## config.mk

```make
export PLATFORM = sky130hd
export DESIGN_NAME = fetch_port
export DESIGN_NICKNAME = d
export VERILOG_FILES = /design/src/hw/bus_pkg.sv /design/src/hw/fetch_port.sv
export SDC_FILE = /design/constraint.sdc
export NUM_CORES = 1
export LEC_CHECK = 0
export ABC_AREA = 1
export ABC_CLOCK_PERIOD_IN_PS = 3340
export CORE_MARGIN = 1.5
export CORE_UTILIZATION = 35
export DETAILED_ROUTE_END_ITERATION = 12
export DONT_BUFFER_PORTS = 1
export GPL_TIMING_DRIVEN = 0
export SLEW_MARGIN = 20
export SYNTH_ARGS = -nofsm -noshare
export SYNTH_HDL_FRONTEND = slang
export SYNTH_SLANG_ARGS = --single-unit
```

## constraint.sdc

```tcl
create_clock -name clock -period 3.34 [get_ports clock]
set_clock_uncertainty 0.15 [all_clocks]
set_input_delay 0 -clock clock [delete_from_list [all_inputs] [get_ports clock]]
set_output_delay 0 -clock clock [all_outputs]
set_load 0.02 [all_outputs]
```

## src/hw/bus_pkg.sv

```systemverilog
package bus_pkg;

    // ============================================================
    // sizes
    // ============================================================
    localparam int ADDR_W          = 32;
    localparam int WORD_W          = 32;
    localparam int LANES           = WORD_W / 8;
    localparam int BYTE_OFF_W      = $clog2(LANES);
    localparam int BYTES_PER_WORD  = LANES;
    localparam int MEM_WORDS       = 256;
    localparam int MEM_ADDR_W      = $clog2(MEM_WORDS);
    localparam int MEM_QUEUE_DEPTH = 4;
    localparam int QPTR_W          = $clog2(MEM_QUEUE_DEPTH);

    typedef logic [ADDR_W-1:0]                      addr_t;
    typedef logic [WORD_W-1:0]                      word_t;
    typedef logic [LANES-1:0]                       strobe_t;
    typedef logic [BYTE_OFF_W-1:0]                  offset_t;
    typedef logic [MEM_ADDR_W-1:0]                  word_idx_t;
    typedef logic [QPTR_W:0]                        qptr_t;    // extra bit tells full from empty.
    typedef logic [$clog2(MEM_QUEUE_DEPTH+1)-1:0]   credit_t;

    // legal access masks, right aligned.
    localparam strobe_t MASK_BYTE = 4'b0001;
    localparam strobe_t MASK_HALF = 4'b0011;
    localparam strobe_t MASK_WORD = 4'b1111;

    // ============================================================
    // bus payloads
    // ============================================================
    typedef enum logic {
        SRC_FETCH = 1'b0,
        SRC_LSU   = 1'b1
    } source_e;

    typedef struct packed {
        logic    write;
        addr_t   addr;      // always word aligned.
        word_t   data;
        strobe_t strobe;
        source_e source;
    } bus_req_t;

    typedef struct packed {
        word_t   data;
        source_e source;
    } bus_rsp_t;

endpackage

```

## src/hw/fetch_port.sv

```systemverilog
`timescale 1ns/1ns

module fetch_port import bus_pkg::*; (
    input  logic     clock,
    input  logic     reset,
    input  logic     fetch_req,
    input  addr_t    fetch_pc,
    input  logic     grant,
    input  logic     rsp_valid,
    input  bus_rsp_t rsp,
    output logic     req_valid,
    output bus_req_t req,
    output logic     fetch_done,
    output logic     fetch_error,
    output word_t    instruction
);

    typedef enum logic [1:0] {
        FETCH_IDLE,
        FETCH_REQUEST,
        FETCH_WAIT
    } fetch_state_e;

    fetch_state_e state;
    addr_t        pc_q;

    always_ff @(posedge clock) begin
        if (reset) begin
            state       <= FETCH_IDLE;
            fetch_done  <= 1'b0;
            fetch_error <= 1'b0;
        end else begin
            fetch_done  <= 1'b0;
            fetch_error <= 1'b0;
            case (state)
                FETCH_IDLE: begin
                    if (fetch_req) begin
                        if (fetch_pc[BYTE_OFF_W-1:0] != '0) begin
                            fetch_done  <= 1'b1;   // misaligned pc never reaches the bus.
                            fetch_error <= 1'b1;
                        end else begin
                            state <= FETCH_REQUEST;
                        end
                    end
                end
                FETCH_REQUEST: if (grant) state <= FETCH_WAIT;
                FETCH_WAIT: begin
                    if (rsp_valid) begin
                        fetch_done <= 1'b1;
                        state      <= FETCH_IDLE;
                    end
                end
                default: state <= FETCH_IDLE;
            endcase
        end
    end

    always_ff @(posedge clock) begin
        if (state == FETCH_IDLE && fetch_req) pc_q <= fetch_pc;
        if (state == FETCH_WAIT && rsp_valid) instruction <= rsp.data;
    end

    assign req_valid  = (state == FETCH_REQUEST);
    assign req.write  = 1'b0;
    assign req.addr   = pc_q;
    assign req.data   = '0;
    assign req.strobe = MASK_WORD;
    assign req.source = SRC_FETCH;

endmodule

```

==> results of run 1 <==
stage by stage:
| step | hold WS (ps) | total power, uW |
|---|---|---|
| after floorplan | -80.9 | 1120 |
| after global placement | -77.4 | 1130 |
| after detailed placement | -74.2 | 1130 |
| after CTS | 126 | 1820 |
| after global routing | 126 | 1870 |
| final | 143 | 1810 |
cell usage after synthesis:
library cell / instances / share of area, %
nand3_1: 2 / 0.42
edfxtp_1: 64 / 80
nor3_1: 1 / 0.21
nor2_2: 1 / 0.26
buf_4: 38 / 12
nor2_1: 3 / 0.47
dfxtp_1: 4 / 3.3
nor3b_1: 1 / 0.31
inv_2: 1 / 0.16
inv_1: 6 / 0.94
nand4_1: 3 / 0.78
nand2_1: 4 / 0.63
conb_1: 2 / 0.31
a21oi_1: 1 / 0.21
cell families after synthesis:
logic type / count (synthesis) / share of synthesized area (%)
flip-flops: 68 / 83.4
other: 2 / 0.313
buffers and inverters: 45 / 13.0
AO/OA/AOI/OAI: 1 / 0.208
AND/OR/NAND/NOR: 15 / 3.08
layer usage:
layer / GRT usage (%) / share of wire (%) / wire length, um
met5: 0 / 0 / 0
met4: 8.65 / 2.2 / 107
met3: 4.91 / 11 / 527
met2: 23.9 / 56 / 2700
met1: 11.5 / 31 / 1500
power groups by stage:
| stage | combinational, uW | sequential, uW | clock, uW |
|---|---|---|---|
| final | 165 | 1020 | 622 |
| after global routing | 177 | 1020 | 675 |
| after CTS | 164 | 1020 | 636 |
| after detailed placement | 96.5 | 1040 | 0 |
| after global placement | 90.0 | 1040 | 0 |
| after floorplan | 86.1 | 1030 | 0 |
final timing paths:
check              startpoint               to  slack, ps
hold / removal    fetch_pc[2]          pc_q[2]        140
setup reg to reg     state[1]  instruction[16]       1240
setup / recovery     state[1]  instruction[16]       1240
hold reg to reg      state[1]       fetch_done        490
state kept, by name, indices dropped and copies added, names as in the netlist:
name         count
fetch_done       1
fetch_error      1
instruction     32
pc_q            32
state            2
cell type report:
class,instances,area (um2)
plain buffers,38,285
fillers,498,2910
multi-input cells,54,238
repair buffers,74,743
flip-flops and latches,68,2000
well taps,77,96.3
clock buffers,9,124
inverters,7,26.3
clock inverters,6,66.3
what timing repair did:
| action | CTS | global route |
|---|---|---|
| hold endpoints to repair | 80 | 0 |
| hold buffers | 69 | 0 |
| buffers inserted | 0 | 0 |
==> results.json, run 1 <==
{
  "outcome": "finished, final reports clean",
  "grt_pass1_vias": 1300,
  "maxCapViolCount": 0,
  "cts.clk_slew.worst_paths_ps": 70,
  "crit_path_cell_trace": "inv_1, nor3_2, buf_4, buf_4, buf_6",
  "antenna_found_initial": 0,
  "power.internal_uw": 1400,
  "ys_ff_latch": 68,
  "period_share_pct": 62.9,
  "grt_usage_pct": 12.9,
  "fin_setup_tns_ps": 0,
  "overflow": 0,
  "grt_start_max_net_pins": 15,
  "crit_top_cell": "buf_4",
  "final_nets": 322,
  "stdcell_area_um2": 3580,
  "rows": 29,
  "diodes": 0,
  "dp_hpwl_mm": 3.19,
  "synth_area_um2": 2400,
  "via_per_inst": 4.07,
  "rsz0062_at_grt": "no",
  "critPathMaxStageDelay_ps": 480,
  "final_common_cell": "dlygate4sd3_1",
  "clockPowerShare_pct": 34.4,
  "drc": 0,
  "dr.pass1.iters": 4,
  "clock_sinks": 68,
  "whs_path_depth": 1,
  "rr_worst_depth": 5,
  "syn_to_final_growth_pct": 49.2,
  "yosysUniqueCellTypes": 14,
  "gp_congestion": 0.632,
  "fmax_mhz": 476,
  "io_pins": 175,
  "worstMarginPinSlew_ps": 582,
  "comb_power_share_pct": 9.2,
  "cts-resized-gates": 0,
  "h-tree-depth": 3,
  "tritoncts": "done",
  "relSlewSlack_pct": 61.1,
  "ir_drop_uv": 177,
  "power_leakage_uw": 0.00144,
  "finalNonFillerCells": 333,
  "hold_path.class": "input port to flip-flop",
  "ant_nets": 0,
  "synth.yosys.warnings": 0,
  "p_seq_share_pct": 56.4,
  "vias": 1355,
  "critPathMaxFanout": 11,
  "critPathCaptureType": "flip-flop",
  "dp_slack_ps": 1210,
  "critical-path-top-delay-family": "buffers and inverters",
  "crit_required_ps": 3230,
  "setup_viol": 0,
  "startpoint_type": "flip-flop",
  "dp_cells": 249,
  "grt_pass1_wl_mm": 6.73,
  "port_buffers": 0,
  "wl_per_cell_um": 14.5,
  "start_util_pct": 36.9,
  "drt_iter0_drc": 67,
  "cts_root_buf": "clkbuf_8",
  "crit_buf_inv": 4,
  "worstSetupPathType": "flip-flop to flip-flop",
  "cts_buffer_depth": 2,
  "switchingPower_uw": 406,
  "sw_frac_of_total_pct": 22.5,
  "cp.arrival_ps": 1990,
  "period_minus_slack_ps": 2100,
  "clkLatencyLatePin_ps": 330,
  "cp.depth": 5,
  "crit_path_top_delay_cell": "dfxtp_1",
  "syn_inst": 131,
  "p_per_area_nw_per_um2": 504,
  "hold_viol_final": 0,
  "drive_gt1_share_pct": 24.2,
  "fin_util_pct": 55.1,
  "slew_viol_final": 0,
  "syn_avg_cell_area_um2": 18.3,
  "finalWorstSetupSlack_ps": 1240,
  "drt_wl_total_mm": 4.84,
  "cts_made_buffers": 9,
  "die_h_um": 85.8,
  "final_cell_mix": "dlygate4sd3_1, edfxtp_1, buf_4",
  "placed_cell_area_um2": 2700,
  "fp.dieArea_um2": 7360,
  "design.core.area_um2": 6490,
  "die_w_um": 85.8,
  "seq_area_frac_synth_pct": 83.4
}
Note: power is estimated with default switching activity, not from simulation.
==> run 2: changes to the inputs <==
--- a/config.mk
+++ b/config.mk
@@ -6,7 +6,7 @@
 export NUM_CORES = 1
 export LEC_CHECK = 0
 export ABC_AREA = 1
-export ABC_CLOCK_PERIOD_IN_PS = 3340
+export ABC_CLOCK_PERIOD_IN_PS = 2100
 export CORE_MARGIN = 1.5
 export CORE_UTILIZATION = 35
 export DETAILED_ROUTE_END_ITERATION = 12
==> constraint.sdc (replaced) <==
create_clock -name clock -period 2.1 [get_ports clock]
set_clock_uncertainty 0.15 [all_clocks]
set_input_delay 0 -clock clock [delete_from_list [all_inputs] [get_ports clock]]
set_output_delay 0 -clock clock [all_outputs]
set_load 0.02 [all_outputs]
==> run 2 against run 1 <==
  * Sequential share of layout area shrank 0.94 points
  * Die area unchanged
  * Non-clock buffer count down 2
  * Via count down 0.37%
  * Power grew 75%
==> results.json, run 2 (synthesis results as in run 1) <==
{
  "dp_slack_ps": 135,
  "diodes": 0,
  "stdcell_area_um2": 3640,
  "vias": 1350,
  "fp.dieArea_um2": 7360,
  "tritoncts": "done",
  "comb_power_share_pct": 8.4,
  "crit_path_top_delay_cell": "nor3_4",
  "reg_top3": "instruction: 32 flops, pc_q: 32 flops, state: 2 flops",
  "final_common_cell": "dlygate4sd3_1",
  "grt_pass1_vias": 1260,
  "cts_buffer_depth": 2,
  "h-tree-depth": 3,
  "switchingPower_uw": 675,
  "dp_cells": 247,
  "final_cell_mix": "dlygate4sd3_1, edfxtp_1, buf_4, conb_1, clkbuf_8",
  "power.internal_uw": 2480,
  "p_total_uw": 3160,
  "design.core.area_um2": 6490,
  "antenna_found_initial": 0,
  "critPathCaptureType": "flip-flop",
  "grt_start_max_net_pins": 19,
  "worstSetupPathType": "flip-flop to flip-flop",
  "wl_per_cell_um": 14.8,
  "drt_wl_total_mm": 4.93,
  "clockPowerShare_pct": 40.4,
  "period_minus_slack_ps": 1930,
  "setup_viol": 0,
  "outcome": "finished, final reports clean",
  "relSlewSlack_pct": 46.5,
  "maxCapViolCount": 0,
  "clock_sinks": 68,
  "period_share_pct": 91.7,
  "hold_viol_final": 0,
  "hold-worst-slack_ps": 142,
  "p_seq_share_pct": 51.3,
  "cts_made_buffers": 9,
  "power_leakage_uw": 0.00146,
  "via_per_inst": 4.07,
  "fmax_mhz": 519,
  "cts_root_buf": "clkbuf_8",
  "cts-resized-gates": 0,
  "port_buffers": 0,
  "critPathMaxStageDelay_ps": 630,
  "die_h_um": 85.8,
  "ir_drop_uv": 419,
  "ant_nets": 0,
  "critPathMaxFanout": 18,
  "grt_pass1_wl_mm": 6.78,
  "crit_required_ps": 1990,
  "dp_hpwl_mm": 3.03,
  "rows": 29,
  "hold_path.class": "input port to flip-flop",
  "io_pins": 175,
  "syn_to_final_growth_pct": 51.8,
  "start_util_pct": 36.9,
  "cp.arrival_ps": 1820,
  "final_nets": 320,
  "drive_gt1_share_pct": 23.9,
  "placed_cell_area_um2": 2700,
  "worstMarginPinSlew_ps": 799,
  "overflow": 0,
  "finalNonFillerCells": 332,
  "finalWorstSetupSlack_ps": 173,
  "drc": 0,
  "slew_viol_final": 0,
  "clkLatencyLatePin_ps": 330,
  "drt_iter0_drc": 99,
  "startpoint_type": "flip-flop",
  "p_per_area_nw_per_um2": 867,
  "grt_usage_pct": 13.1,
  "dr.pass1.iters": 6,
  "crit_path_cell_trace": "inv_1, nor3_4, buf_16",
  "sw_frac_of_total_pct": 21.4,
  "cts.clk_slew.worst_paths_ps": 70,
  "die_w_um": 85.8,
  "gp_congestion": 0.644,
  "rsz0062_at_grt": "no"
}
-- run 2: cell count changes in the layout (fill, tap and decap cells not counted) --
| cell | before | now |
|---|---|---|
| clkinv_2 | 1 | 0 |
| inv_6 | 0 | 1 |
| clkinvlp_4 | 3 | 1 |
| bufinv_16 | 1 | 3 |
| buf_4 | 40 | 38 |
| buf_8 | 1 | 0 |
| clkinv_4 | 1 | 2 |
| nor3_4 | 0 | 1 |
| nor3_2 | 1 | 0 |
| buf_16 | 0 | 1 |
-- run 2: cell type report --
class,count,area (um2)
Buffer,38,285
Clock buffer,9,124
Clock inverter,7,124
Fill cell,488,2850
Inverter,7,26.3
Multi-Input combinational cell,54,244
Sequential cell,68,2000
Tap cell,77,96.3
Timing Repair Buffer,72,741
-- run 2: per-stage QoR --
step / setup TNS, ps / utilization [%]
after floorplan: 0 / -
after global placement: -4250 / 40.9
after detailed placement: 0 / 41.6
after CTS: 0 / 56.1
after global routing: 0 / 56.1
final: 0 / 56.1
-- run 2: path summary, 6_finish.rpt --
path              cells past startpoint     start  slack [ps]         endpoint
hold reg to reg                       2  state[1]         460       fetch_done
setup / recovery                      3  state[1]         170  instruction[15]
setup reg to reg                      3  state[1]         170  instruction[15]
hold / removal                        1    rsp[6]         140   instruction[5]
-- run 2: worst max-delay path: cells and delay by family (launching register included) --
| family | cells | cell delay [ps] |
|---|---|---|
| simple gates | 1 | 630 |
| buf+inv | 2 | 360 |
| flops | 1 | 480 |
-- run 2: metal layers --
layer	wire length (um)	global-route usage, %	share of wire (%)	up-vias
met5	0	0	0	-
met4	61	6.01	1.2	0
met2	2760	24.4	56	128
li1	-	-	-	627
met3	568	6.64	12	6
met1	1540	11.5	31	589
-- run 2: power by group through the flow --
stage / registers, uW / clock network (uW) / logic [uW]
6_report: 1620 / 1270 / 264
2_1_floorplan: 1640 / 0 / 139
4_1_cts: 1620 / 1310 / 259
3_5_place_dp: 1650 / 0 / 153
3_3_place_gp: 1650 / 0 / 145
5_1_grt: 1620 / 1360 / 283
-- run 2: timing repair --
action | CTS | global route
hold endpoints to repair | 98 | 0
setup endpoints to repair | 0 | 18
hold buffers | 69 | 0
setup buffers | 0 | 0
