[src/hw/bus_pkg.sv]
package bus_pkg;

    // ============================================================
    // sizes
    // ============================================================
    localparam int ADDR_W          = 32;
    localparam int WORD_W          = 32;
    localparam int LANES           = WORD_W / 8;
    localparam int BYTE_OFF_W      = $clog2(LANES);
    localparam int BYTES_PER_WORD  = LANES;
    localparam int MEM_WORDS       = 256;
    localparam int MEM_ADDR_W      = $clog2(MEM_WORDS);
    localparam int MEM_QUEUE_DEPTH = 4;
    localparam int QPTR_W          = $clog2(MEM_QUEUE_DEPTH);

    typedef logic [ADDR_W-1:0]                      addr_t;
    typedef logic [WORD_W-1:0]                      word_t;
    typedef logic [LANES-1:0]                       strobe_t;
    typedef logic [BYTE_OFF_W-1:0]                  offset_t;
    typedef logic [MEM_ADDR_W-1:0]                  word_idx_t;
    typedef logic [QPTR_W:0]                        qptr_t;    // extra bit tells full from empty.
    typedef logic [$clog2(MEM_QUEUE_DEPTH+1)-1:0]   credit_t;

    // legal access masks, right aligned.
    localparam strobe_t MASK_BYTE = 4'b0001;
    localparam strobe_t MASK_HALF = 4'b0011;
    localparam strobe_t MASK_WORD = 4'b1111;

    // ============================================================
    // bus payloads
    // ============================================================
    typedef enum logic {
        SRC_FETCH = 1'b0,
        SRC_LSU   = 1'b1
    } source_e;

    typedef struct packed {
        logic    write;
        addr_t   addr;      // always word aligned.
        word_t   data;
        strobe_t strobe;
        source_e source;
    } bus_req_t;

    typedef struct packed {
        word_t   data;
        source_e source;
    } bus_rsp_t;

endpackage

[src/hw/bus_arbiter.sv]
`timescale 1ns/1ns

module bus_arbiter import bus_pkg::*; (
    input  logic     clock,
    input  logic     reset,
    input  logic     fetch_valid,
    input  bus_req_t fetch_req,
    input  logic     lsu_valid,
    input  bus_req_t lsu_req,
    input  logic     credit_return,
    input  logic     mem_rsp_valid,
    input  bus_rsp_t mem_rsp,
    output logic     fetch_grant,
    output logic     lsu_grant,
    output logic     mem_req_valid,
    output bus_req_t mem_req,
    output logic     fetch_rsp_valid,
    output logic     lsu_rsp_valid,
    output bus_rsp_t rsp
);

    credit_t credits;
    source_e last_winner;
    logic    have_credit;
    logic    pick_lsu;

    // ============================================================
    // round-robin choice, gated by credit
    // ============================================================
    always_comb begin
        have_credit = (credits != '0);
        pick_lsu    = lsu_valid && (!fetch_valid || last_winner == SRC_FETCH);
        lsu_grant   = have_credit && pick_lsu;
        fetch_grant = have_credit && fetch_valid && !pick_lsu;
    end

    assign mem_req_valid = fetch_grant || lsu_grant;
    assign mem_req       = lsu_grant ? lsu_req : fetch_req;

    always_ff @(posedge clock) begin
        if (reset) begin
            credits     <= credit_t'(MEM_QUEUE_DEPTH);
            last_winner <= SRC_LSU;   // fetch goes first on a tie.
        end else begin
            case ({mem_req_valid, credit_return})
                2'b10:   credits <= credits - credit_t'(1);
                2'b01:   credits <= credits + credit_t'(1);
                default: credits <= credits;
            endcase
            if (lsu_grant) last_winner <= SRC_LSU;
            else if (fetch_grant) last_winner <= SRC_FETCH;
        end
    end

    // responses go back only to their owner.
    assign fetch_rsp_valid = mem_rsp_valid && (mem_rsp.source == SRC_FETCH);
    assign lsu_rsp_valid   = mem_rsp_valid && (mem_rsp.source == SRC_LSU);
    assign rsp             = mem_rsp;

endmodule

[config.mk]
export PLATFORM = sky130hd
export DESIGN_NAME = bus_arbiter
export DESIGN_NICKNAME = d
export VERILOG_FILES = /design/src/hw/bus_pkg.sv /design/src/hw/bus_arbiter.sv
export SDC_FILE = /design/constraint.sdc
export NUM_CORES = 1
export LEC_CHECK = 0
export ABC_AREA = 1
export BUFFER_PORTS_ARGS = -buffer_cell sky130_fd_sc_hd__buf_2
export CAP_MARGIN = 40
export CORE_AREA = 2 2 112 114
export CTS_BUF_LIST = sky130_fd_sc_hd__clkbuf_8
export DETAILED_ROUTE_END_ITERATION = 16
export DIE_AREA = 0 0 114 116
export GPL_TIMING_DRIVEN = 0
export SLEW_MARGIN = 10
export SYNTH_ARGS = -nofsm -noshare
export SYNTH_HDL_FRONTEND = slang
export SYNTH_SLANG_ARGS = --single-unit
[constraint.sdc]
create_clock -name clock -period 1.9 [get_ports clock]
set_input_delay 0.095 -clock clock [delete_from_list [all_inputs] [get_ports clock]]
set_output_delay 0.095 -clock clock [all_outputs]
set_load 0.005 [all_outputs]
==> results of run 1 <==
## worst min-delay path, delay by kind of cell
kind	cells	cell delay [ns]
buf+inv	2	0.13
simple gates	1	0.08
## cells in the final DEF, fill, tap and decap left out, drive strengths merged
cell,n
buf,302
nand2,219
inv,10
nor2,5
dfxtp,4
nand3,3
clkbuf,3
a21oi,2
o21ai,2
nand4,1
fa,1
ha,1
## metal layers
layer | share of wire, % | global-route usage [%] | wire, um | up-vias
li1 | - | - | - | 1359
met1 | 39 | 10.0 | 2610 | 994
met2 | 51 | 17.3 | 3400 | 155
met3 | 9.1 | 0.837 | 602 | 2
met4 | 0.21 | 1.22 | 14 | 0
met5 | 0 | 0 | 0 | -
## power by group
part	leakage, nW	switching [mW]	total, mW	internal [mW]
clock network	0.0216	0.0384	0.173	0.135
registers	0.0336	0.0150	0.120	0.105
logic	1.96	0.493	0.986	0.493
total	2.02	0.546	1.28	0.732
## timing repair
item	4_1_cts	5_1_grt
hold buffers	0	0
endpoints found under the setup margin	2	2
pin swaps	1	1
resized for setup	1	4
buffers inserted	0	1
## worst max path at each step
| stage | startpoint | to | cells after the start |
|---|---|---|---|
| finish | credits[0] | credits[2] | 12 |
| global route | credits[0] | credits[2] | 12 |
| CTS | credits[0] | credits[2] | 12 |
| detailed placement | credits[0] | credits[2] | 12 |
| global placement | credits[0] | credits[2] | 12 |
| floorplan | credits[0] | credits[2] | 12 |
## area by class of cell
| type | instances | area, sq um | area share (%) |
|---|---|---|---|
| Buffer | 47 | 335 | 11.6 |
| Inverter | 10 | 40.0 | 1.38 |
| Multi-Input combinational cell | 234 | 931 | 32.2 |
| Timing Repair Buffer | 255 | 1280 | 44.2 |
| Sequential cell | 4 | 81.3 | 2.81 |
| Clock buffer | 3 | 41.3 | 1.43 |
| Tap cell | 147 | 184 | 6.36 |
## flip-flops by register name, indices dropped and copies added (netlist names)
register / count
credits: 3
last_winner: 1
## logic make-up after synthesis
group	count (synthesis)
simple gates	228
buf+inv	57
fa+ha+maj	2
flops	4
compound gates	4
==> run_results.csv, run 1 <==
group,metric,value,unit
global_routing,grt_pass1_vias,2196,
timing,finalCritPeriodShare,91.7,%
job,maxCapViolations,0,
route,drt_iter0_drc,63,
layout,n_fill_cell,1402,
yosys,synthTopCellsByArea,"nand2_1, buf_4, dfxtp_1",
yosys,synth_top_family_by_area,"simple AND/OR/NAND/NOR gates",
yosys,synth_warnings,0,
critical_path,cpMostUsedCell,"nand2_1",
clock_network,cts_tree,"yes",
clock_network,cts_sinks,4,
floorplanning,pin_count,287,
critical_path,worst_path_largest_cell_delay,0.38,ns
layout,nNetsFinal,736,
timing,setup_slack,0.158,ns
worst_hold_path,hold_class,"in -> reg",
power_and_ir_drop,p_per_area,442,nW/um^2
worst_hold_path,min_from,"reset",
floorplanning,die_w,114,um
yosys,synth_area_leader_cell,"nand2_1",
layout,antenna_cells,0,
placed_design,dpl.hpwl,5.81,mm
clock_network,htreeDepth,1,
critical_path,slowest_stage,"fa_1",
timing,fmax,574,MHz
critical_path,cp.required,2.00,ns
clock_network,worstSkewPairLatency,0.21,ns
yosys,synth_cells,295,
critical_path,arrival,1.84,ns
yosys,synth-main-ff-cell,"dfxtp_1",
route,ant_nets,0,
timing,setup_violations,0,
route,drt_first_pass_iters,4,
timing,hold_viol_final,0,
yosys,yosys.area_share.adder,2.36,%
yosys,ys_top_cells_by_count,"nand2_1, buf_4, inv_1",
yosys,syn_area,1380,sq um
worst_hold_path,whs_path_depth,3,
yosys,synth_edf_count,0,
timing,fin_hold_ws,0.128,ns
critical_path,reg2reg_to,"credits[2]",
critical_path,cp-start-kind,"flip-flop",
yosys,async_flop_share,0,%
clock_network,cts_buffers,3,
critical_path,endpoint_kind,"flip-flop",
yosys,synthXorXnorAreaFrac,0,%
placed_design,place.gp.congestion,0.730,
route,wire_per_inst,9.46,um
placed_design,io_buffers,254,
timing,final.setup.tns,0,ns
floorplanning,start_util,11.6,%
global_routing,grt_pass1_wl,9.48,mm
clock_network,clock-root-buffer,"clkbuf_8",
timing,fin_crit,1.74,ns
critical_path,rrSetupSlack,0.16,ns
layout,areaGrowthSynthToFinish,110,%
timing,max-slew-margin-rel,86.8,%
layout,final_util,24.3,%
critical_path,rr_startpoint,"credits[0]",
yosys,avgSynthCellArea,4.67,sq um
floorplanning,dieArea,13200,sq um
global_routing,gr-total-overflow,0,
yosys,synth_compound_area_share,1.73,%
yosys,synth-simple-area-share,62.8,%
yosys,seq_area_frac_synth,5.82,%
yosys,syn-num-nets,476,
placed_design,pre_cts_slack,-0.0823,ns
floorplanning,row_count,40,
clock_network,cts_max_path_buffers,2,
layout,final_area,2890,sq um
critical_path,crit_family,"simple AND/OR/NAND/NOR gates",
critical_path,cp_cell_sequence,"nor2_1 > nand2_2 > nand2_2 > nand2_1 > inv_1 > ha_1 > inv_1 > fa_1 > nand2_1 > nand3_1 > nand2_1 > nand3_1",
outcome,status,"finished, final reports clean",
layout,drive_above_1_share,56.2,%
floorplanning,core_area,11900,sq um
layout,finalNonFillerCells,700,
timing,clock_skew,0.00158,ns
floorplanning,dieHeight,116,um
critical_path,reg2reg_depth,12,
worst_hold_path,min_to,"last_winner",
global_routing,grt_max_degree,11,
power_and_ir_drop,ir_worst_vdd,0.382,mV
global_routing,track_usage,8.64,%
global_routing,antenna_found_initial,0,
yosys,synth_top_cell_area_share,59.5,%
route,viasPerCell,3.59,
timing,final_max_slew_viol_count,0,
route,route.detailed.drc,0,
yosys,synth.most_common_cell,"nand2_1",
route,vias,2510,
power_and_ir_drop,power.leakage,2.02,nW
timing,rsz0062_at_grt,"false",
route,wirelength,6.62,mm
yosys,synth_mux_area_share,0,%
critical_path,path_class,"reg -> reg",
critical_path,cp_max_fo,4,
yosys,synth_seq_cells,4,
yosys,ys_types,15,
critical_path,cp_num_buf_inv,2,
placed_design,post-place-cells,696,
timing,tightest_slew,0.199,ns
placed_design,place_area,2830,sq um
clock_network,path_clk_slew,0.03,ns
power_and_ir_drop,power,1.28,mW
Note: power is estimated with default switching activity, not from simulation.
==> inputs of run 2 (changes only) <==
==> constraint.sdc (replaced) <==
create_clock -name clock -period 1.9 [get_ports clock]
set_input_delay 0.285 -clock clock [delete_from_list [all_inputs] [get_ports clock]]
set_output_delay 0.285 -clock clock [all_outputs]
set_load 0.005 [all_outputs]
==> run_results.csv, run 2 (synthesized netlist as in run 1, its figures left out) <==
group,metric,value,unit
outcome,status,"finished, final reports clean",
timing,clock_skew,0.00119,ns
route,ant_nets,0,
floorplanning,dieHeight,116,um
timing,setup_violations,0,
critical_path,cpMostUsedCell,"inv_1",
route,drt_first_pass_iters,4,
route,viasPerCell,3.60,
clock_network,cts_sinks,4,
timing,hold_viol_final,0,
layout,regMostFlops,"credits",
critical_path,slowest_stage,"fa_2",
clock_network,path_clk_slew,0.03,ns
power_and_ir_drop,power_frac_seq,9.5,%
critical_path,cp_cell_sequence,"a21oi_4 > nand2_8 > nand2_2 > inv_1 > ha_1 > inv_1 > fa_2 > o21ai_1 > nor2_1",
layout,drive_above_1_share,56.7,%
layout,final_util,24.6,%
timing,final.setup.tns,0,ns
power_and_ir_drop,ir_worst_vdd,0.391,mV
critical_path,worst_path_largest_cell_delay,0.43,ns
timing,fin_crit,1.79,ns
timing,max-slew-margin-rel,86.1,%
critical_path,cp_max_fo,7,
clock_network,clock-root-buffer,"clkbuf_8",
critical_path,cp.required,2.00,ns
layout,largest_reg_flops,3,
global_routing,grt_pass1_vias,2196,
power_and_ir_drop,p_per_area,446,nW/um^2
layout,antenna_cells,0,
critical_path,cp-start-kind,"flip-flop",
timing,tightest_slew,0.208,ns
layout,top_regs,"credits (3), last_winner (1)",
clock_network,cts_tree,"yes",
route,drt_iter0_drc,67,
placed_design,place.gp.congestion,0.730,
power_and_ir_drop,internal_power,0.746,mW
critical_path,arrival,1.89,ns
power_and_ir_drop,clkPwrFrac,13.3,%
global_routing,track_usage,8.64,%
global_routing,grt_max_degree,11,
floorplanning,die_w,114,um
layout,mostFrequentLayoutCell,"buf_2",
critical_path,endpoint_kind,"flip-flop",
power_and_ir_drop,power,1.31,mW
global_routing,grt_pass1_wl,9.48,mm
job,maxCapViolations,0,
floorplanning,row_count,40,
floorplanning,pin_count,287,
floorplanning,core_area,11900,sq um
power_and_ir_drop,switching_share,42.9,%
timing,final_max_slew_viol_count,0,
critical_path,path_class,"reg -> reg",
clock_network,cts_max_path_buffers,2,
floorplanning,start_util,11.6,%
power_and_ir_drop,p_switching,0.560,mW
global_routing,antenna_found_initial,0,
global_routing,gr-total-overflow,0,
clock_network,htreeDepth,1,
route,route.detailed.drc,0,
layout,areaGrowthSynthToFinish,113,%
route,vias,2521,
clock_network,cts_buffers,3,
placed_design,io_buffers,254,
layout,nNetsFinal,737,
clock_network,worstSkewPairLatency,0.21,ns
route,wire_per_inst,9.60,um
route,wirelength,6.73,mm
power_and_ir_drop,power_frac_comb,77.2,%
layout,final_cell_mix,"buf_2, nand2_1, buf_4, inv_1, nor2_1",
power_and_ir_drop,power.leakage,2.03,nW
worst_hold_path,hold_class,"in -> reg",
floorplanning,dieArea,13200,sq um
timing,fmax,558,MHz
placed_design,dpl.hpwl,5.81,mm
timing,finalCritPeriodShare,94.4,%
[run 2: worst paths after layout]
path / start / to / slack (ns) / cells after the start
worst min-delay path: reset / last_winner / 0.32 / 3
worst min register to register: credits[0] / credits[0] / 0.46 / 1
worst max-delay path: last_winner / credits[1] / 0.11 / 9
worst max register to register: last_winner / credits[1] / 0.11 / 9
[run 2: power groups by stage]
stage / logic [mW] / registers [mW] / clock network, mW
2_1_floorplan: 0.495 / 0.118 / 0
3_3_place_gp: 0.987 / 0.121 / 0
3_5_place_dp: 0.989 / 0.121 / 0
4_1_cts: 0.998 / 0.120 / 0.178
5_1_grt: 1.15 / 0.128 / 0.183
6_report: 1.01 / 0.124 / 0.174
[run 2: timing repair]
action,in CTS,in global routing
pin swaps,1,4
resized for setup,1,13
hold buffers,0,0
setup buffers,0,2
endpoints found under the setup margin,42,66
[run 2: final cells by class]
class,count,area (sq um)
Tap cell,147,184
Sequential cell,4,82.6
Multi-Input combinational cell,234,950
Fill cell,1400,8980
Clock buffer,3,41.3
Inverter,10,42.5
Buffer,47,343
Timing Repair Buffer,256,1290
[run 2: worst max-delay path: cells and delay by family, from the launching register on]
family	cells	cell delay, ns
fa+ha+maj	2	0.61
compound gates	2	0.37
flops	1	0.33
simple gates	3	0.24
buf+inv	2	0.13
[run 2: per-stage QoR]
| stage | instance area (sq um) | instances | setup slack, ns | hold slack [ns] |
|---|---|---|---|---|
| floorplan | 1380 | 295 | 0.172 | 0.422 |
| global placement | 2830 | 696 | -0.0834 | 0.441 |
| detailed placement | 2830 | 696 | -0.105 | 0.450 |
| CTS | 2880 | 699 | 0.000374 | 0.315 |
| global route | 2930 | 701 | -0.0196 | 0.351 |
| finish | 2930 | 701 | 0.106 | 0.325 |
[run 2: layer usage]
metal,vias to the layer above,global-route usage (%),wire (um),part of all wire [%]
li1,1363,-,-,-
met1,997,10.0,2610,39
met2,159,17.3,3490,52
met3,2,0.837,616,9.2
met4,0,1.22,10,0.15
met5,-,0,0,0
==> inputs of run 3 (changes only) <==
--- a/config.mk
+++ b/config.mk
@@ -13,6 +13,7 @@
 export DETAILED_ROUTE_END_ITERATION = 16
 export DIE_AREA = 0 0 114 116
 export GPL_TIMING_DRIVEN = 0
+export PLACE_DENSITY = 0.43
 export SLEW_MARGIN = 10
 export SYNTH_ARGS = -nofsm -noshare
 export SYNTH_HDL_FRONTEND = slang
==> run_results.csv, run 3 (synthesized netlist as in run 1, its figures left out) <==
group,metric,value,unit
layout,regMostFlops,"credits",
power_and_ir_drop,clkPwrFrac,13.4,%
layout,areaGrowthSynthToFinish,115,%
placed_design,dpl.hpwl,6.20,mm
critical_path,slowest_stage,"dfxtp_1",
route,wire_per_inst,10.1,um
global_routing,grt_pass1_vias,2250,
power_and_ir_drop,power,1.33,mW
route,vias,2595,
timing,finalCritPeriodShare,92.6,%
outcome,status,"finished, final reports clean",
layout,mostFrequentLayoutCell,"buf_2",
worst_hold_path,whs_path_depth,3,
power_and_ir_drop,power.leakage,2.04,nW
timing,clock_skew,0.00129,ns
critical_path,path_class,"reg -> out",
route,route.detailed.drc,0,
layout,largest_reg_flops,3,
layout,final_util,24.8,%
route,ant_nets,0,
layout,final_area,2960,sq um
timing,rsz0062_at_grt,"true",
job,maxCapViolations,0,
floorplanning,dieHeight,116,um
critical_path,cp-start-kind,"flip-flop",
worst_hold_path,hold_class,"in -> reg",
critical_path,arrival,1.47,ns
clock_network,cts_sinks,4,
clock_network,cts_tree,"yes",
power_and_ir_drop,switching_share,42.5,%
route,viasPerCell,3.69,
timing,hold_viol_final,0,
power_and_ir_drop,p_switching,0.567,mW
timing,setup_violations,0,
critical_path,crit_family,"buffers and inverters",
critical_path,cpMostUsedCell,"nand2_1",
timing,final_max_slew_viol_count,0,
critical_path,reg2reg_depth,10,
floorplanning,dieArea,13200,sq um
global_routing,grt_max_degree,11,
critical_path,rrSetupSlack,0.18,ns
critical_path,worst_path_largest_cell_delay,0.30,ns
global_routing,grt_pass1_wl,9.96,mm
timing,fin_crit,1.76,ns
critical_path,endpoint_kind,"output port",
route,drt_first_pass_iters,4,
critical_path,cp_num_buf_inv,4,
floorplanning,die_w,114,um
layout,n_fill_cell,1407,
clock_network,path_clk_slew,0.03,ns
clock_network,cts_max_path_buffers,2,
power_and_ir_drop,ir_worst_vdd,0.278,mV
layout,nNetsFinal,739,
layout,antenna_cells,0,
clock_network,cts_buffers,3,
timing,final.setup.tns,0,ns
critical_path,cp.required,1.62,ns
floorplanning,core_area,11900,sq um
critical_path,cp_cell_sequence,"a21oi_2 > nand2_4 > buf_4 > inv_6 > buf_6 > nand2_1 > nand2_1 > buf_2",
global_routing,track_usage,9.15,%
global_routing,antenna_found_initial,0,
timing,max-slew-margin-rel,87.4,%
route,wirelength,7.07,mm
layout,drive_above_1_share,57.2,%
timing,tightest_slew,0.189,ns
floorplanning,start_util,11.6,%
clock_network,clock-root-buffer,"clkbuf_8",
power_and_ir_drop,power_frac_seq,9.3,%
timing,fmax,568,MHz
clock_network,htreeDepth,1,
layout,final_cell_mix,"buf_2, nand2_1, buf_4, inv_1, buf_6",
global_routing,gr-total-overflow,0,
power_and_ir_drop,power_frac_comb,77.2,%
placed_design,place_area,2830,sq um
floorplanning,row_count,40,
critical_path,cp_max_fo,10,
placed_design,io_buffers,254,
power_and_ir_drop,p_per_area,450,nW/um^2
critical_path,crit_cells,8,
floorplanning,pin_count,287,
route,drt_iter0_drc,37,
placed_design,place.gp.congestion,0.714,
power_and_ir_drop,internal_power,0.766,mW
layout,top_regs,"credits (3), last_winner (1)",
clock_network,worstSkewPairLatency,0.22,ns
[run 3: layout make-up]
class                      instances  area, sq um  area share (%)
tap                              147          184            6.22
sequential                         4         82.6            2.79
inverter                          10         42.5            1.44
buffer                            46          362            12.2
multi-input combinational        234          938            31.7
clock buffer                       3         41.3            1.40
timing repair buffer             259         1310            44.2
[run 3: worst register-to-register path, stage by stage (launching register included)]
cell,delay (ns)
dfxtp_2,0.33
nor2_2,0.12
nand2_2,0.09
nand2_4,0.11
nand2_1,0.07
inv_1,0.06
ha_2,0.16
inv_1,0.06
fa_2,0.52
o21ai_0,0.07
nor2_1,0.08
[run 3: power by group through the flow]
stage,clock network (mW),registers (mW),logic [mW]
2_1_floorplan,0,0.118,0.495
3_3_place_gp,0,0.120,0.991
3_5_place_dp,0,0.121,0.996
4_1_cts,0.182,0.120,1.01
5_1_grt,0.193,0.128,1.17
6_report,0.179,0.124,1.03
[run 3: timing repair]
item / in CTS / in global routing
hold buffers: 0 / 0
endpoints found under the setup margin: 71 / 69
setup buffers: 2 / 3
hold endpoints to repair: 0 / 0
pin swaps: 1 / 2
gates resized for setup: 1 / 17
gates cloned: 0 / 0
[run 3: per-stage QoR]
| step | std cells | setup slack (ns) | hold slack (ns) |
|---|---|---|---|
| 6_report | 703 | 0.141 | 0.337 |
| 5_1_grt | 703 | -0.00661 | 0.364 |
| 4_1_cts | 701 | 0.00441 | 0.335 |
| 3_5_place_dp | 696 | -0.113 | 0.448 |
| 3_3_place_gp | 696 | -0.0757 | 0.439 |
| 2_1_floorplan | 295 | 0.172 | 0.422 |
[run 3: path summary, 6_finish.rpt]
path,startpoint,to
setup / recovery,last_winner,mem_req[40]
hold / removal,reset,last_winner
setup reg to reg,credits[1],credits[1]
hold reg to reg,credits[2],credits[2]
[run 3: routing by layer]
layer  up-vias  GRT usage, %  part of all wire [%]
li1       1366             -                     -
met1      1069          10.2                    38
met2       158          18.2                    52
met3         2          2.30                    10
met4         0         0.732                  0.25
met5         -             0                     0
