**src/hw/bus_pkg.sv**
```systemverilog
package bus_pkg;

    // ============================================================
    // sizes
    // ============================================================
    localparam int ADDR_W          = 32;
    localparam int WORD_W          = 32;
    localparam int LANES           = WORD_W / 8;
    localparam int BYTE_OFF_W      = $clog2(LANES);
    localparam int BYTES_PER_WORD  = LANES;
    localparam int MEM_WORDS       = 256;
    localparam int MEM_ADDR_W      = $clog2(MEM_WORDS);
    localparam int MEM_QUEUE_DEPTH = 4;
    localparam int QPTR_W          = $clog2(MEM_QUEUE_DEPTH);

    typedef logic [ADDR_W-1:0]                      addr_t;
    typedef logic [WORD_W-1:0]                      word_t;
    typedef logic [LANES-1:0]                       strobe_t;
    typedef logic [BYTE_OFF_W-1:0]                  offset_t;
    typedef logic [MEM_ADDR_W-1:0]                  word_idx_t;
    typedef logic [QPTR_W:0]                        qptr_t;    // extra bit tells full from empty.
    typedef logic [$clog2(MEM_QUEUE_DEPTH+1)-1:0]   credit_t;

    // legal access masks, right aligned.
    localparam strobe_t MASK_BYTE = 4'b0001;
    localparam strobe_t MASK_HALF = 4'b0011;
    localparam strobe_t MASK_WORD = 4'b1111;

    // ============================================================
    // bus payloads
    // ============================================================
    typedef enum logic {
        SRC_FETCH = 1'b0,
        SRC_LSU   = 1'b1
    } source_e;

    typedef struct packed {
        logic    write;
        addr_t   addr;      // always word aligned.
        word_t   data;
        strobe_t strobe;
        source_e source;
    } bus_req_t;

    typedef struct packed {
        word_t   data;
        source_e source;
    } bus_rsp_t;

endpackage

```
**src/hw/lsu_splitter.sv**
```systemverilog
`timescale 1ns/1ns

module lsu_splitter import bus_pkg::*; (
    input  logic     clock,
    input  logic     reset,
    input  logic     lsu_req,
    input  logic     lsu_write,
    input  addr_t    lsu_addr,
    input  word_t    lsu_wdata,
    input  strobe_t  lsu_mask,
    input  logic     grant,
    input  logic     rsp_valid,
    input  bus_rsp_t rsp,
    output logic     req_valid,
    output bus_req_t req,
    output logic     lsu_done,
    output logic     lsu_error,
    output word_t    lsu_rdata
);

    typedef enum logic [2:0] {
        LSU_IDLE,
        LSU_BEAT1,
        LSU_WAIT1,
        LSU_BEAT2,
        LSU_WAIT2
    } lsu_state_e;

    lsu_state_e          state;
    logic                write_q;
    addr_t               base_q;
    offset_t             offset_q;
    strobe_t             mask_q;
    logic                second_q;
    logic [2*WORD_W-1:0] data_wide_q;   // store data shifted into lane position.
    logic [2*LANES-1:0]  strb_wide_q;
    word_t               lo_word_q;

    logic                mask_legal;
    logic [2:0]          access_bytes;
    logic [2*WORD_W-1:0] merge_src;
    logic [2*WORD_W-1:0] merge_shifted;
    word_t               lane_keep;
    word_t               load_result;

    // ============================================================
    // access decode
    // ============================================================
    always_comb begin
        mask_legal = (lsu_mask == MASK_BYTE) || (lsu_mask == MASK_HALF) ||
                     (lsu_mask == MASK_WORD);
        case (lsu_mask)
            MASK_BYTE: access_bytes = 3'd1;
            MASK_HALF: access_bytes = 3'd2;
            default:   access_bytes = 3'd4;
        endcase
    end

    // ============================================================
    // load merge
    // ============================================================
    always_comb begin
        merge_src     = (state == LSU_WAIT2) ? {rsp.data, lo_word_q} : {word_t'(0), rsp.data};
        merge_shifted = merge_src >> {offset_q, 3'b000};
        for (int i = 0; i < LANES; i++) begin
            lane_keep[i*8 +: 8] = {8{mask_q[i]}};   // zero-extend to access size.
        end
        load_result = merge_shifted[WORD_W-1:0] & lane_keep;
    end

    // ============================================================
    // control
    // ============================================================
    always_ff @(posedge clock) begin
        if (reset) begin
            state     <= LSU_IDLE;
            lsu_done  <= 1'b0;
            lsu_error <= 1'b0;
        end else begin
            lsu_done  <= 1'b0;
            lsu_error <= 1'b0;
            case (state)
                LSU_IDLE: begin
                    if (lsu_req) begin
                        if (!mask_legal) begin
                            lsu_done  <= 1'b1;
                            lsu_error <= 1'b1;
                        end else begin
                            state <= LSU_BEAT1;
                        end
                    end
                end
                LSU_BEAT1: begin
                    if (grant) begin
                        if (!write_q) state <= LSU_WAIT1;
                        else if (second_q) state <= LSU_BEAT2;
                        else begin
                            lsu_done <= 1'b1;   // write beat done at grant.
                            state    <= LSU_IDLE;
                        end
                    end
                end
                LSU_WAIT1: begin
                    if (rsp_valid) begin
                        if (second_q) state <= LSU_BEAT2;
                        else begin
                            lsu_done <= 1'b1;
                            state    <= LSU_IDLE;
                        end
                    end
                end
                LSU_BEAT2: begin
                    if (grant) begin
                        if (write_q) begin
                            lsu_done <= 1'b1;
                            state    <= LSU_IDLE;
                        end else begin
                            state <= LSU_WAIT2;
                        end
                    end
                end
                LSU_WAIT2: begin
                    if (rsp_valid) begin
                        lsu_done <= 1'b1;
                        state    <= LSU_IDLE;
                    end
                end
                default: state <= LSU_IDLE;
            endcase
        end
    end

    always_ff @(posedge clock) begin
        if (state == LSU_IDLE && lsu_req) begin
            write_q     <= lsu_write;
            base_q      <= {lsu_addr[ADDR_W-1:BYTE_OFF_W], {BYTE_OFF_W{1'b0}}};
            offset_q    <= lsu_addr[BYTE_OFF_W-1:0];
            mask_q      <= lsu_mask;
            second_q    <= ({1'b0, lsu_addr[BYTE_OFF_W-1:0]} + access_bytes) > 3'(BYTES_PER_WORD);
            data_wide_q <= {word_t'(0), lsu_wdata} << {lsu_addr[BYTE_OFF_W-1:0], 3'b000};
            strb_wide_q <= {strobe_t'(0), lsu_mask} << lsu_addr[BYTE_OFF_W-1:0];
        end
        if (state == LSU_WAIT1 && rsp_valid) lo_word_q <= rsp.data;
        if ((state == LSU_WAIT1 && rsp_valid && !second_q) ||
            (state == LSU_WAIT2 && rsp_valid)) begin
            lsu_rdata <= load_result;
        end
    end

    assign req_valid  = (state == LSU_BEAT1) || (state == LSU_BEAT2);
    assign req.write  = write_q;
    assign req.addr   = (state == LSU_BEAT2) ? base_q + addr_t'(BYTES_PER_WORD) : base_q;
    assign req.data   = (state == LSU_BEAT2) ? data_wide_q[2*WORD_W-1:WORD_W]
                                             : data_wide_q[WORD_W-1:0];
    assign req.strobe = (state == LSU_BEAT2) ? strb_wide_q[2*LANES-1:LANES]
                                             : strb_wide_q[LANES-1:0];
    assign req.source = SRC_LSU;

endmodule

```
**config.mk**
```make
export PLATFORM = sky130hd
export DESIGN_NAME = lsu_splitter
export DESIGN_NICKNAME = d
export VERILOG_FILES = /design/src/hw/bus_pkg.sv /design/src/hw/lsu_splitter.sv
export SDC_FILE = /design/constraint.sdc
export NUM_CORES = 1
export LEC_CHECK = 0
export BUFFER_PORTS_ARGS = -buffer_cell sky130_fd_sc_hd__buf_2
export CAP_MARGIN = 20
export CORE_MARGIN = 4
export CORE_UTILIZATION = 40
export CTS_BUF_LIST = sky130_fd_sc_hd__clkbuf_4
export DETAILED_ROUTE_END_ITERATION = 7
export PLACE_DENSITY = 0.72
export SLEW_MARGIN = 20
export SYNTH_ARGS = -nofsm -noshare
export SYNTH_HDL_FRONTEND = slang
export SYNTH_SLANG_ARGS = --single-unit
export TNS_END_PERCENT = 10
```
**constraint.sdc**
```tcl
create_clock -name clock -period 20 [get_ports clock]
set_input_delay 0 -clock clock [delete_from_list [all_inputs] [get_ports clock]]
set_output_delay 0 -clock clock [all_outputs]
set_load 0.01 [all_outputs]
```
==> out/results.txt, run 1 <==
outcome - complete, no violations
width of the chip - 154.4 um
CP max FO - 19
Peak VDD IR - 36.99 uV
Arrival @ worst endpoint - 2990 ps
RSZ-0062 raised after global routing - false
total track usage - 18.43%
Initial DRC Count - 395
Pint - 522.9 uW
area of the core - 21020 um^2
Die Y - 154.4 um
fillcell total - 1760
# IOs - 212
Max stage delay on crit path - 790 ps
largest net degree at the start of global routing - 69
count of hold-fix buffers inserted at cts - 120
Leak - 0.004402 uW
clock sinks - 170
WL/cell - 18.19 um
fin crit period - 2986 ps
final cell count without fillers - 1222
MaxCap Viol Count - 0
CP Capture Type - output pin
Vias/cell - 5.237
Rows - 53
Post-CTS Setup Repair Bufs - 0
worst min path class - input pin to flip-flop
DRT Pass-1 Iters - 5
Psw - 199.8 uW
Min-Delay Path Depth - 2
HPWL Detailed - 14120 um
fmax - 0.3349 GHz
Clock Power Share - 27.0%
Placed Cells incl. Taps - 1069
clk buf depth - 2
post-synth cell types - 49
crit-path cells - nand4b_1 -> nor2_1 -> nand4b_1 -> xnor2_1 -> buf_2
final setup vio count - 0
DRC viols - 0
Hold Fails Final Rpt - 0
Area Growth Syn to Fin - 31.75%
multi-input combinational cell area - 3301 um^2
Mapped Cells - 621
number of synthesized flops with an enable pin - 165
Final nets - 1043
Post-Route Setup TNS - 0 ps
cts repair resizes - 0
Clock Pin Slew Worst Setup and Hold Paths - 170 ps
clk_lat worst skew - 550 ps
root buffer cell - clkbuf_4
sequential fraction of the synthesis area - 58.98%
number of synthesis warnings - 0
WP depth - 5
Worst path top cell family by delay - simple AND/OR/NAND/NOR gates
CTS Buf Count - 17
antenna viol nets, final - 0
Sw Share - 27.65%
Mapped Area - 8571 um^2
most used cell, CP - nand4b_1
Initial Utilization - 40.77%
via count - 6400
Top FF cell, synth - edfxtp_1
Async SR Flop Fraction - 0%
first-pass GRT wire length - 34900 um
GPL Wtd Cong - 0.8642
Critical path buffers and inverters - 1
storage element area - 5055 um^2
Synth Register Bits - 170
Crit path required time - 20000 ps
WS Path Type - flip-flop to output pin
CTS tree - built
H-tree depth - 4
Clock Skew - 29.26 ps
die area - 23830 um^2
vias in the first global route - 6645
total congestion overflow - 0
sequential power share - 57.7%
combinational power share - 15.3%
Tcrit/Tclk final - 14.93%
final slew viol count - 0
R2R depth - 4
slew margin rel. - 29.10%
Startpoint Class - flip-flop
Crit-path slowest cell - dfxtp_1
Mean Syn Cell Area - 13.80 um^2
I/O Buffers - 207
post-detailed-routing wire length - 22230 um
power per cell area - 64.00 nW/um^2
Worst-Margin Slew - 1061 ps
layout cells sized above 1 - 32.77%
initial antenna violation count - 1
[cells in the final DEF (no fill, tap or decap), drive strengths merged, types with 9 or more instances in the layout]
cell type    synthesis  layout
dlygate4sd3          0     120
mux2                37      37
and3                17      17
nand2               38      38
mux2i               51      51
o21a                10      10
o21ai               25      25
o22ai                9       9
edfxtp             165     165
xnor2               24      24
nor2                36      36
nand3               21      21
a22o                17      17
inv                  5      12
a21oi               13      13
clkbuf              14      17
mux4                24      24
buf                 28     214
and2                21      21
[routing by layer]
| metal | up-vias | track usage [%] | wire, um |
|---|---|---|---|
| li1 | 3002 | - | - |
| met1 | 3113 | 22.04 | 8680 |
| met2 | 247 | 31.76 | 11250 |
| met3 | 38 | 5.372 | 1732 |
| met4 | 0 | 6.518 | 557 |
| met5 | - | 0 | 0 |
[sequential cells by signal (all words and copies together), names as in the netlist]
name,flops
data_wide_q,56
lo_word_q,32
lsu_rdata,32
base_q,30
strb_wide_q,7
mask_q,4
state,3
offset_q,2
lsu_done,1
lsu_error,1
second_q,1
write_q,1
[power groups by stage]
stage	logic [uW]	clock network (uW)	registers (uW)
after CTS	110	202	417
after detailed placement	90.0	0	425
final	111	195	417
after global routing	121	215	419
after floorplan	53.6	0	427
after global placement	88.8	0	424
[synthesized netlist by cell type, types with 7 or more instances]
library cell / count / area, um^2
mux2_2: 37 / 416.7
xor2_1: 7 / 61.31
a21oi_1: 13 / 65.06
o21a_1: 10 / 75.07
edfxtp_1: 165 / 4955
a22o_1: 17 / 148.9
clkbuf_1: 14 / 52.55
xnor2_1: 24 / 210.2
buf_2: 11 / 55.05
nand2_1: 38 / 142.6
nor2_1: 36 / 135.1
o22ai_1: 9 / 56.30
nand4_1: 7 / 43.79
mux2i_1: 51 / 510.5
buf_1: 8 / 30.03
and2_1: 21 / 131.4
and3_1: 17 / 106.4
mux4_2: 19 / 427.9
o21ai_0: 20 / 100.1
nand3_1: 21 / 105.1
[final timing paths]
path                      from      endpoint  slack [ps]
setup / recovery      state[1]       req[63]       17010
hold / removal     lsu_addr[1]   offset_q[1]          80
setup reg to reg      state[1]      lsu_done       17320
hold reg to reg   lo_word_q[0]  lsu_rdata[0]         740
[cells by family after synthesis]
logic type	count (synthesis)	share of synthesized area (%)
AOI/OAI and AO/OA	82	6.233
buffers and inverters	47	2.847
adders and majority gates	3	0.5255
DFF	170	58.98
other	2	0.08762
xor gates and xnor gates	31	3.168
and+or+nand+nor	174	10.82
muxes	112	17.34
[stage by stage]
step | total power, uW | util, % | setup slack (ps) | hold slack (ps) | instance area (um^2)
after detailed placement | 515.4 | 46.65 | 17370 | 178.5 | 9807
after global placement | 513.0 | 46.65 | 17390 | 177.3 | 9807
final | 722.7 | 53.72 | 17010 | 81.10 | 11290
after floorplan | 480.4 | - | 8884 | 69.07 | 8574
after global routing | 755.3 | 53.72 | 16810 | 17.22 | 11290
after CTS | 728.6 | 53.71 | 17020 | 5.043 | 11290
[layout make-up]
type	count	area share [%]
Multi-Input combinational cell	405	29.23
Clock inverter	15	1.363
Clock buffer	17	1.130
Timing Repair Buffer	334	20.28
Antenna cell	1	0.02216
Inverter	5	0.1662
Tap cell	275	3.047
Sequential cell	170	44.76
No activity file was read; power rests on OpenSTA's default activity.
==> inputs of run 2 (changes only) <==
--- a/config.mk
+++ b/config.mk
@@ -11,7 +11,7 @@
 export CORE_UTILIZATION = 40
 export CTS_BUF_LIST = sky130_fd_sc_hd__clkbuf_4
 export DETAILED_ROUTE_END_ITERATION = 7
-export PLACE_DENSITY = 0.72
+export PLACE_DENSITY = 0.74
 export SLEW_MARGIN = 20
 export SYNTH_ARGS = -nofsm -noshare
 export SYNTH_HDL_FRONTEND = slang
==> constraint.sdc (replaced) <==
create_clock -name clock -period 2.45 [get_ports clock]
set_input_delay 0 -clock clock [delete_from_list [all_inputs] [get_ports clock]]
set_output_delay 0 -clock clock [all_outputs]
set_load 0.01 [all_outputs]
==> run 2 against run 1 <==
  * Sequential share of layout area decreased by 0.88 points
  * Via count increased by 3.0%
  * Hold slack improved by 69 ps
  * Final area rose by 2.0%
  * First-iteration DRC count increased by 13%
  * Cell count rose by 1.1%
  * Clock skew is 2.7 ps higher
  * Critical path type is now flip-flop to flip-flop
==> out/results.txt, run 2 (synthesized netlist as in run 1, its figures left out) <==
total track usage - 18.24% (-0.18 points)
post-detailed-routing wire length - 22050 um (-0.80%)
FF-to-FF Start - state[0]
Worst path top cell family by delay - buffers and inverters
Initial Utilization - 40.77% (unchanged)
MaxCap Viol Count - 0 (unchanged)
Arrival @ worst endpoint - 2810 ps (-180 ps)
die area - 23830 um^2 (unchanged)
CTS Buf Count - 17 (unchanged)
Worst-Margin Slew - 1023 ps (-37.78 ps)
worst setup margin - 132.2 ps (-16880 ps)
WS Path Type - flip-flop to flip-flop
most frequent cells in the layout - buf_2 (207), edfxtp_1 (165), dlygate4sd3_1 (122), mux2i_1 (51), nand2_1 (38)
sequential power share - 57.3% (-0.4 points)
Finished Cell Area - 11520 um^2 (+2.0%)
Vias/cell - 5.331 (+1.8%)
leading cell type in the layout, fill and taps excluded - buf_2
DRT Pass-1 Iters - 5 (unchanged)
Top reg by flops - data_wide_q
Critical path buffers and inverters - 3 (+2)
root buffer cell - clkbuf_4
Final nets - 1057 (+1.3%)
Area Growth Syn to Fin - 34.42%
final slew viol count - 0 (unchanged)
Startpoint Class - flip-flop
Clock Skew - 31.96 ps (+2.707 ps)
Power, Total - 5938 uW (+720%)
final setup vio count - 0 (unchanged)
combinational power share - 15.6% (+0.3 points)
hold_ws - 149.7 ps (+68.62 ps)
crit-path cells - buf_4 -> nand2b_2 -> nand3_1 -> dlygate4sd3_1 -> a211oi_2 -> dlygate4sd3_1
initial antenna violation count - 1 (unchanged)
Pint - 4288 uW (+720%)
Max stage delay on crit path - 570 ps (-220 ps)
Clock Pin Slew Worst Setup and Hold Paths - 170 ps (about the same)
Leak - 0.004511 uW (+2.5%)
Crit path required time - 2950 ps (-17050 ps)
DRC viols - 0 (unchanged)
clock sinks - 170 (unchanged)
Hold Path Origin - lsu_addr[13]
layout cells sized above 1 - 34.17% (+1.4 points)
slew margin rel. - 31.64% (+2.5 points)
met3 Use GR - 4.729% (-0.64 points)
total congestion overflow - 0 (unchanged)
Critical Path Start - state[0]
H-tree depth - 4 (unchanged)
I/O Buffers - 207 (unchanged)
outcome - complete, no violations
M1 GR Usage - 21.75% (-0.30 points)
fin crit period - 2318 ps
first-pass GRT wire length - 34820 um (-0.24%)
Initial DRC Count - 446 (+13%)
Place WS - 514.8 ps (-16860 ps)
Die Y - 154.4 um (unchanged)
clk_lat worst skew - 550 ps (about the same)
power per cell area - 515.4 nW/um^2 (+710%)
clk buf depth - 2 (unchanged)
Psw - 1650 uW (+730%)
CP Capture Type - flip-flop
Most Crowded Layer GR - met2
grt met2 use - 31.07% (-0.69 points)
fmax - 0.4314 GHz
Crit-path slowest cell - dlygate4sd3_1
largest net degree at the start of global routing - 94 (+36%)
Hold Fails Final Rpt - 0 (unchanged)
vias in the first global route - 6815 (+2.6%)
Peak VDD IR - 338.6 uV (+820%)
Clock Power Share - 27.1% (about the same)
# IOs - 212 (unchanged)
registers with the most flip-flops - data_wide_q (56), lo_word_q (32), lsu_rdata (32)
GPL Wtd Cong - 0.8342 (-3.5%)
Sw Share - 27.79% (+0.14 points)
Tcrit/Tclk final - 94.60%
CTS tree - built
placed cell areas - 9960 um^2 (+1.6%)
most used cell, CP - dlygate4sd3_1
width of the chip - 154.4 um (unchanged)
area of the core - 21020 um^2 (unchanged)
HPWL Detailed - 14150 um (+0.25%)
number of flip-flops in the largest register - 56 (unchanged)
antenna viol nets, final - 0 (unchanged)
CP max FO - 13 (-6)
WL/cell - 17.84 um (-1.9%)
Rows - 53 (unchanged)
via count - 6589 (+3.0%)
worst min path class - input pin to flip-flop
[run 2: cell count changes in the layout (fill, tap and decap cells not counted), moves of 2 or more]
cell,before,now
buf_4,7,13
buf_12,0,5
dlygate4sd3_1,120,122
nor3_1,3,1
[run 2: through the flow]
stage          utilization [%]  cells  setup TNS (ps)
6_report                 54.81   1236               0
5_1_grt                  54.81   1236          -9.232
4_1_cts                  54.57   1234          -182.4
3_5_place_dp             47.38   1080               0
3_3_place_gp             47.38   1080               0
2_1_floorplan                -    622         -232530
[run 2: layout make-up]
cell class	instances	area, um^2
fillers	1672	9500
flip-flops and latches	170	5056
multi-input cells	405	3344
repair buffers	348	2466
well taps	275	344.1
clock inverters	15	161.4
clock buffers	17	127.6
inverters	5	18.77
diodes	1	2.502
[run 2: path summary, 6_finish.rpt]
| path | end | slack [ps] | cells past startpoint |
|---|---|---|---|
| worst max-delay path | state[1] | 130 | 6 |
| worst min-delay path | base_q[13] | 150 | 2 |
| worst max register to register | state[1] | 130 | 6 |
| worst min register to register | lsu_rdata[6] | 740 | 2 |
[run 2: worst reg2reg max path, stage by stage (launching register included)]
cell           delay [ps]
dfxtp_1               410
buf_4                 210
nand2b_2              200
nand3_1                80
dlygate4sd3_1         570
a211oi_2              230
dlygate4sd3_1         570
[run 2: power groups by stage]
stage               Clock, uW  Combinational (uW)  Sequential (uW)
floorplan                   0                 440             3460
global route             1770                1000             3420
CTS                      1640                 915             3400
finish                   1610                 928             3400
global placement            0                 739             3460
detailed placement          0                 752             3470
[run 2: what timing repair did]
action / in CTS / in global routing
resized for setup: 1 / 9
endpoints found under the setup margin: 11 / 50
setup buffers: 0 / 1
pin swaps: 0 / 2
endpoints found under the hold margin: 168 / 0
hold buffers: 122 / 0
[run 2: routing by layer]
layer	wire length (um)	share of wire (%)
met1	8327	38
met2	11090	50
met3	1760	8.0
met4	875	4.0
met5	0	0
==> inputs of run 3 (changes only) <==
--- a/config.mk
+++ b/config.mk
@@ -11,7 +11,9 @@
 export CORE_UTILIZATION = 40
 export CTS_BUF_LIST = sky130_fd_sc_hd__clkbuf_4
 export DETAILED_ROUTE_END_ITERATION = 7
+export MAX_ROUTING_LAYER = met4
 export PLACE_DENSITY = 0.74
+export SKIP_CTS_REPAIR_TIMING = 1
 export SLEW_MARGIN = 20
 export SYNTH_ARGS = -nofsm -noshare
 export SYNTH_HDL_FRONTEND = slang
==> run 3 against run 2 <==
  * Worst setup slack about the same
  * Register-to-register slack improved by 260 ps
  * Combinational power is 1% lower
  * Via count fell by 1.4%
  * Fmax is essentially flat
  * Clock skew is 1.4 ps higher
  * Critical path depth is 1 higher
  * Sequential power barely moved
  * Final area shrank 0.67%
  * First-iteration DRC count increased by 9.4%
  * Core utilization decreased by 0.37 points
  * Clock power about the same
  * Critical path type is now flip-flop to output pin
  * Largest power group unchanged
==> out/results.txt, run 3 (synthesized netlist as in run 1, its figures left out) <==
R2R depth - 6 (unchanged)
DRC viols - 0 (unchanged)
Worst-Margin Slew - 1006 ps (-17.73 ps)
Startpoint Class - flip-flop
Top reg by flops - data_wide_q
vias in the first global route - 5887 (-14%)
fin crit period - 2318 ps (+0.2930 ps)
Clock Skew - 33.34 ps (+1.379 ps)
final slew viol count - 0 (unchanged)
root buffer cell - clkbuf_4
power per cell area - 518.3 nW/um^2 (+0.57%)
CP Capture Type - output pin
I/O Buffers - 207 (unchanged)
# IOs - 212 (unchanged)
final setup vio count - 0 (unchanged)
Leak - 0.004476 uW (-0.77%)
Vias/cell - 5.286 (-0.85%)
outcome - complete, no violations
clk_lat worst skew - 560 ps (about the same)
Power, Total - 5932 uW (-0.10%)
width of the chip - 154.4 um (unchanged)
Initial Utilization - 40.77% (unchanged)
Arrival @ worst endpoint - 2320 ps (-490 ps)
CTS tree - built
antenna viol nets, final - 0 (unchanged)
Crit Reg-Reg Endpoint - state[2]
Hold Fails Final Rpt - 0 (unchanged)
Area Growth Syn to Fin - 33.52%
CTS Buf Count - 17 (unchanged)
Hold Path Origin - lsu_addr[16]
via count - 6496 (-1.4%)
Die Y - 154.4 um (unchanged)
GPL Wtd Cong - 0.8470 (+1.5%)
clk buf depth - 2 (unchanged)
Final nets - 1050 (-0.66%)
number of flip-flops in the largest register - 56 (unchanged)
total congestion overflow - 0 (unchanged)
H-tree depth - 4 (unchanged)
clock sinks - 170 (unchanged)
Hold Path Sink - base_q[16]
slew margin rel. - 32.82% (+1.2 points)
area of the core - 21020 um^2 (unchanged)
HPWL Detailed - 14150 um (unchanged)
Min-Delay Path Depth - 2 (unchanged)
CP max FO - 18 (+5)
placed cell areas - 9960 um^2 (unchanged)
Clock Pin Slew Worst Setup and Hold Paths - 160 ps (about the same)
Finished Cell Area - 11440 um^2 (-0.67%)
Peak VDD IR - 341.9 uV (+0.99%)
WS Path Type - flip-flop to output pin
die area - 23830 um^2 (unchanged)
Crit path required time - 2450 ps (-500 ps)
post-detailed-routing wire length - 22020 um (-0.15%)
MaxCap Viol Count - 0 (unchanged)
DRT Pass-1 Iters - 4 (-1)
worst min path class - input pin to flip-flop
hold_ws - 145.3 ps (-4.379 ps)
first-pass GRT wire length - 30530 um (-12%)
largest net degree at the start of global routing - 94 (unchanged)
Rows - 53 (unchanged)
total track usage - 16.58% (-1.7 points)
leading cell type in the layout, fill and taps excluded - buf_2
registers with the most flip-flops - data_wide_q (56), lo_word_q (32), lsu_rdata (32)
FF-to-FF Start - state[1]
fmax - 0.4314 GHz (about the same)
R2R Setup Slk - 390 ps (+260 ps)
layout cells sized above 1 - 34.21% (+0.041 points)
most frequent cells in the layout - buf_2 (207), edfxtp_1 (165), dlygate4sd3_1 (115), mux2i_1 (51), nand2_1 (38)
Tcrit/Tclk final - 94.62% (about the same)
WL/cell - 17.91 um (+0.42%)
initial antenna violation count - 1 (unchanged)
Initial DRC Count - 488 (+9.4%)
run 3: final cells by class:
cell class / count / area [um^2]
inverter: 5 / 18.77
antenna: 1 / 2.502
multi-input combinational: 405 / 3337
clock inverter: 15 / 161.4
timing repair buffer: 341 / 2396
fill: 1675 / 9578
tap: 275 / 344.1
clock buffer: 17 / 127.6
sequential: 170 / 5056
run 3: metal layers:
layer | part of all wire [%] | vias to the layer above | global-route usage [%]
met1 | 40 | 3153 | 20.77
li1 | - | 3017 | -
met4 | 2.2 | 0 | 5.593
met3 | 6.8 | 38 | 3.973
met2 | 51 | 288 | 26.64
met5 | 0 | - | -
run 3: where the power goes:
group / internal, uW / switching [uW] / leakage, uW
clock network: 467 / 1140 / 0.000149
registers: 3350 / 56.5 / 0.00162
logic: 465 / 452 / 0.00270
total: 4280 / 1650 / 0.00448
run 3: worst max-delay path: stages (launching register included):
cell	delay [ps]
dfxtp_1	420
buf_6	200
nand4b_1	110
buf_4	170
nor3_2	290
and4_1	280
xor2_1	150
buf_2	140
run 3: through the flow:
stage | setup WS, ps | TNS (ps) | util [%] | instances
after global placement | 519.5 | 0 | 47.38 | 1080
final | 131.9 | 0 | 54.44 | 1229
after global routing | -52.95 | -52.95 | 54.44 | 1229
after detailed placement | 514.8 | 0 | 47.38 | 1080
after floorplan | -1848 | -232530 | - | 622
after CTS | -139.4 | -788.8 | 48.75 | 1112
run 3: how the worst max path moves through the flow:
stage,from,end
after global placement,state[1],req[46]
final,state[1],req[50]
after CTS,state[1],req[46]
after detailed placement,state[1],lsu_rdata[1]
after global routing,state[1],req[50]
after floorplan,state[1],lsu_done
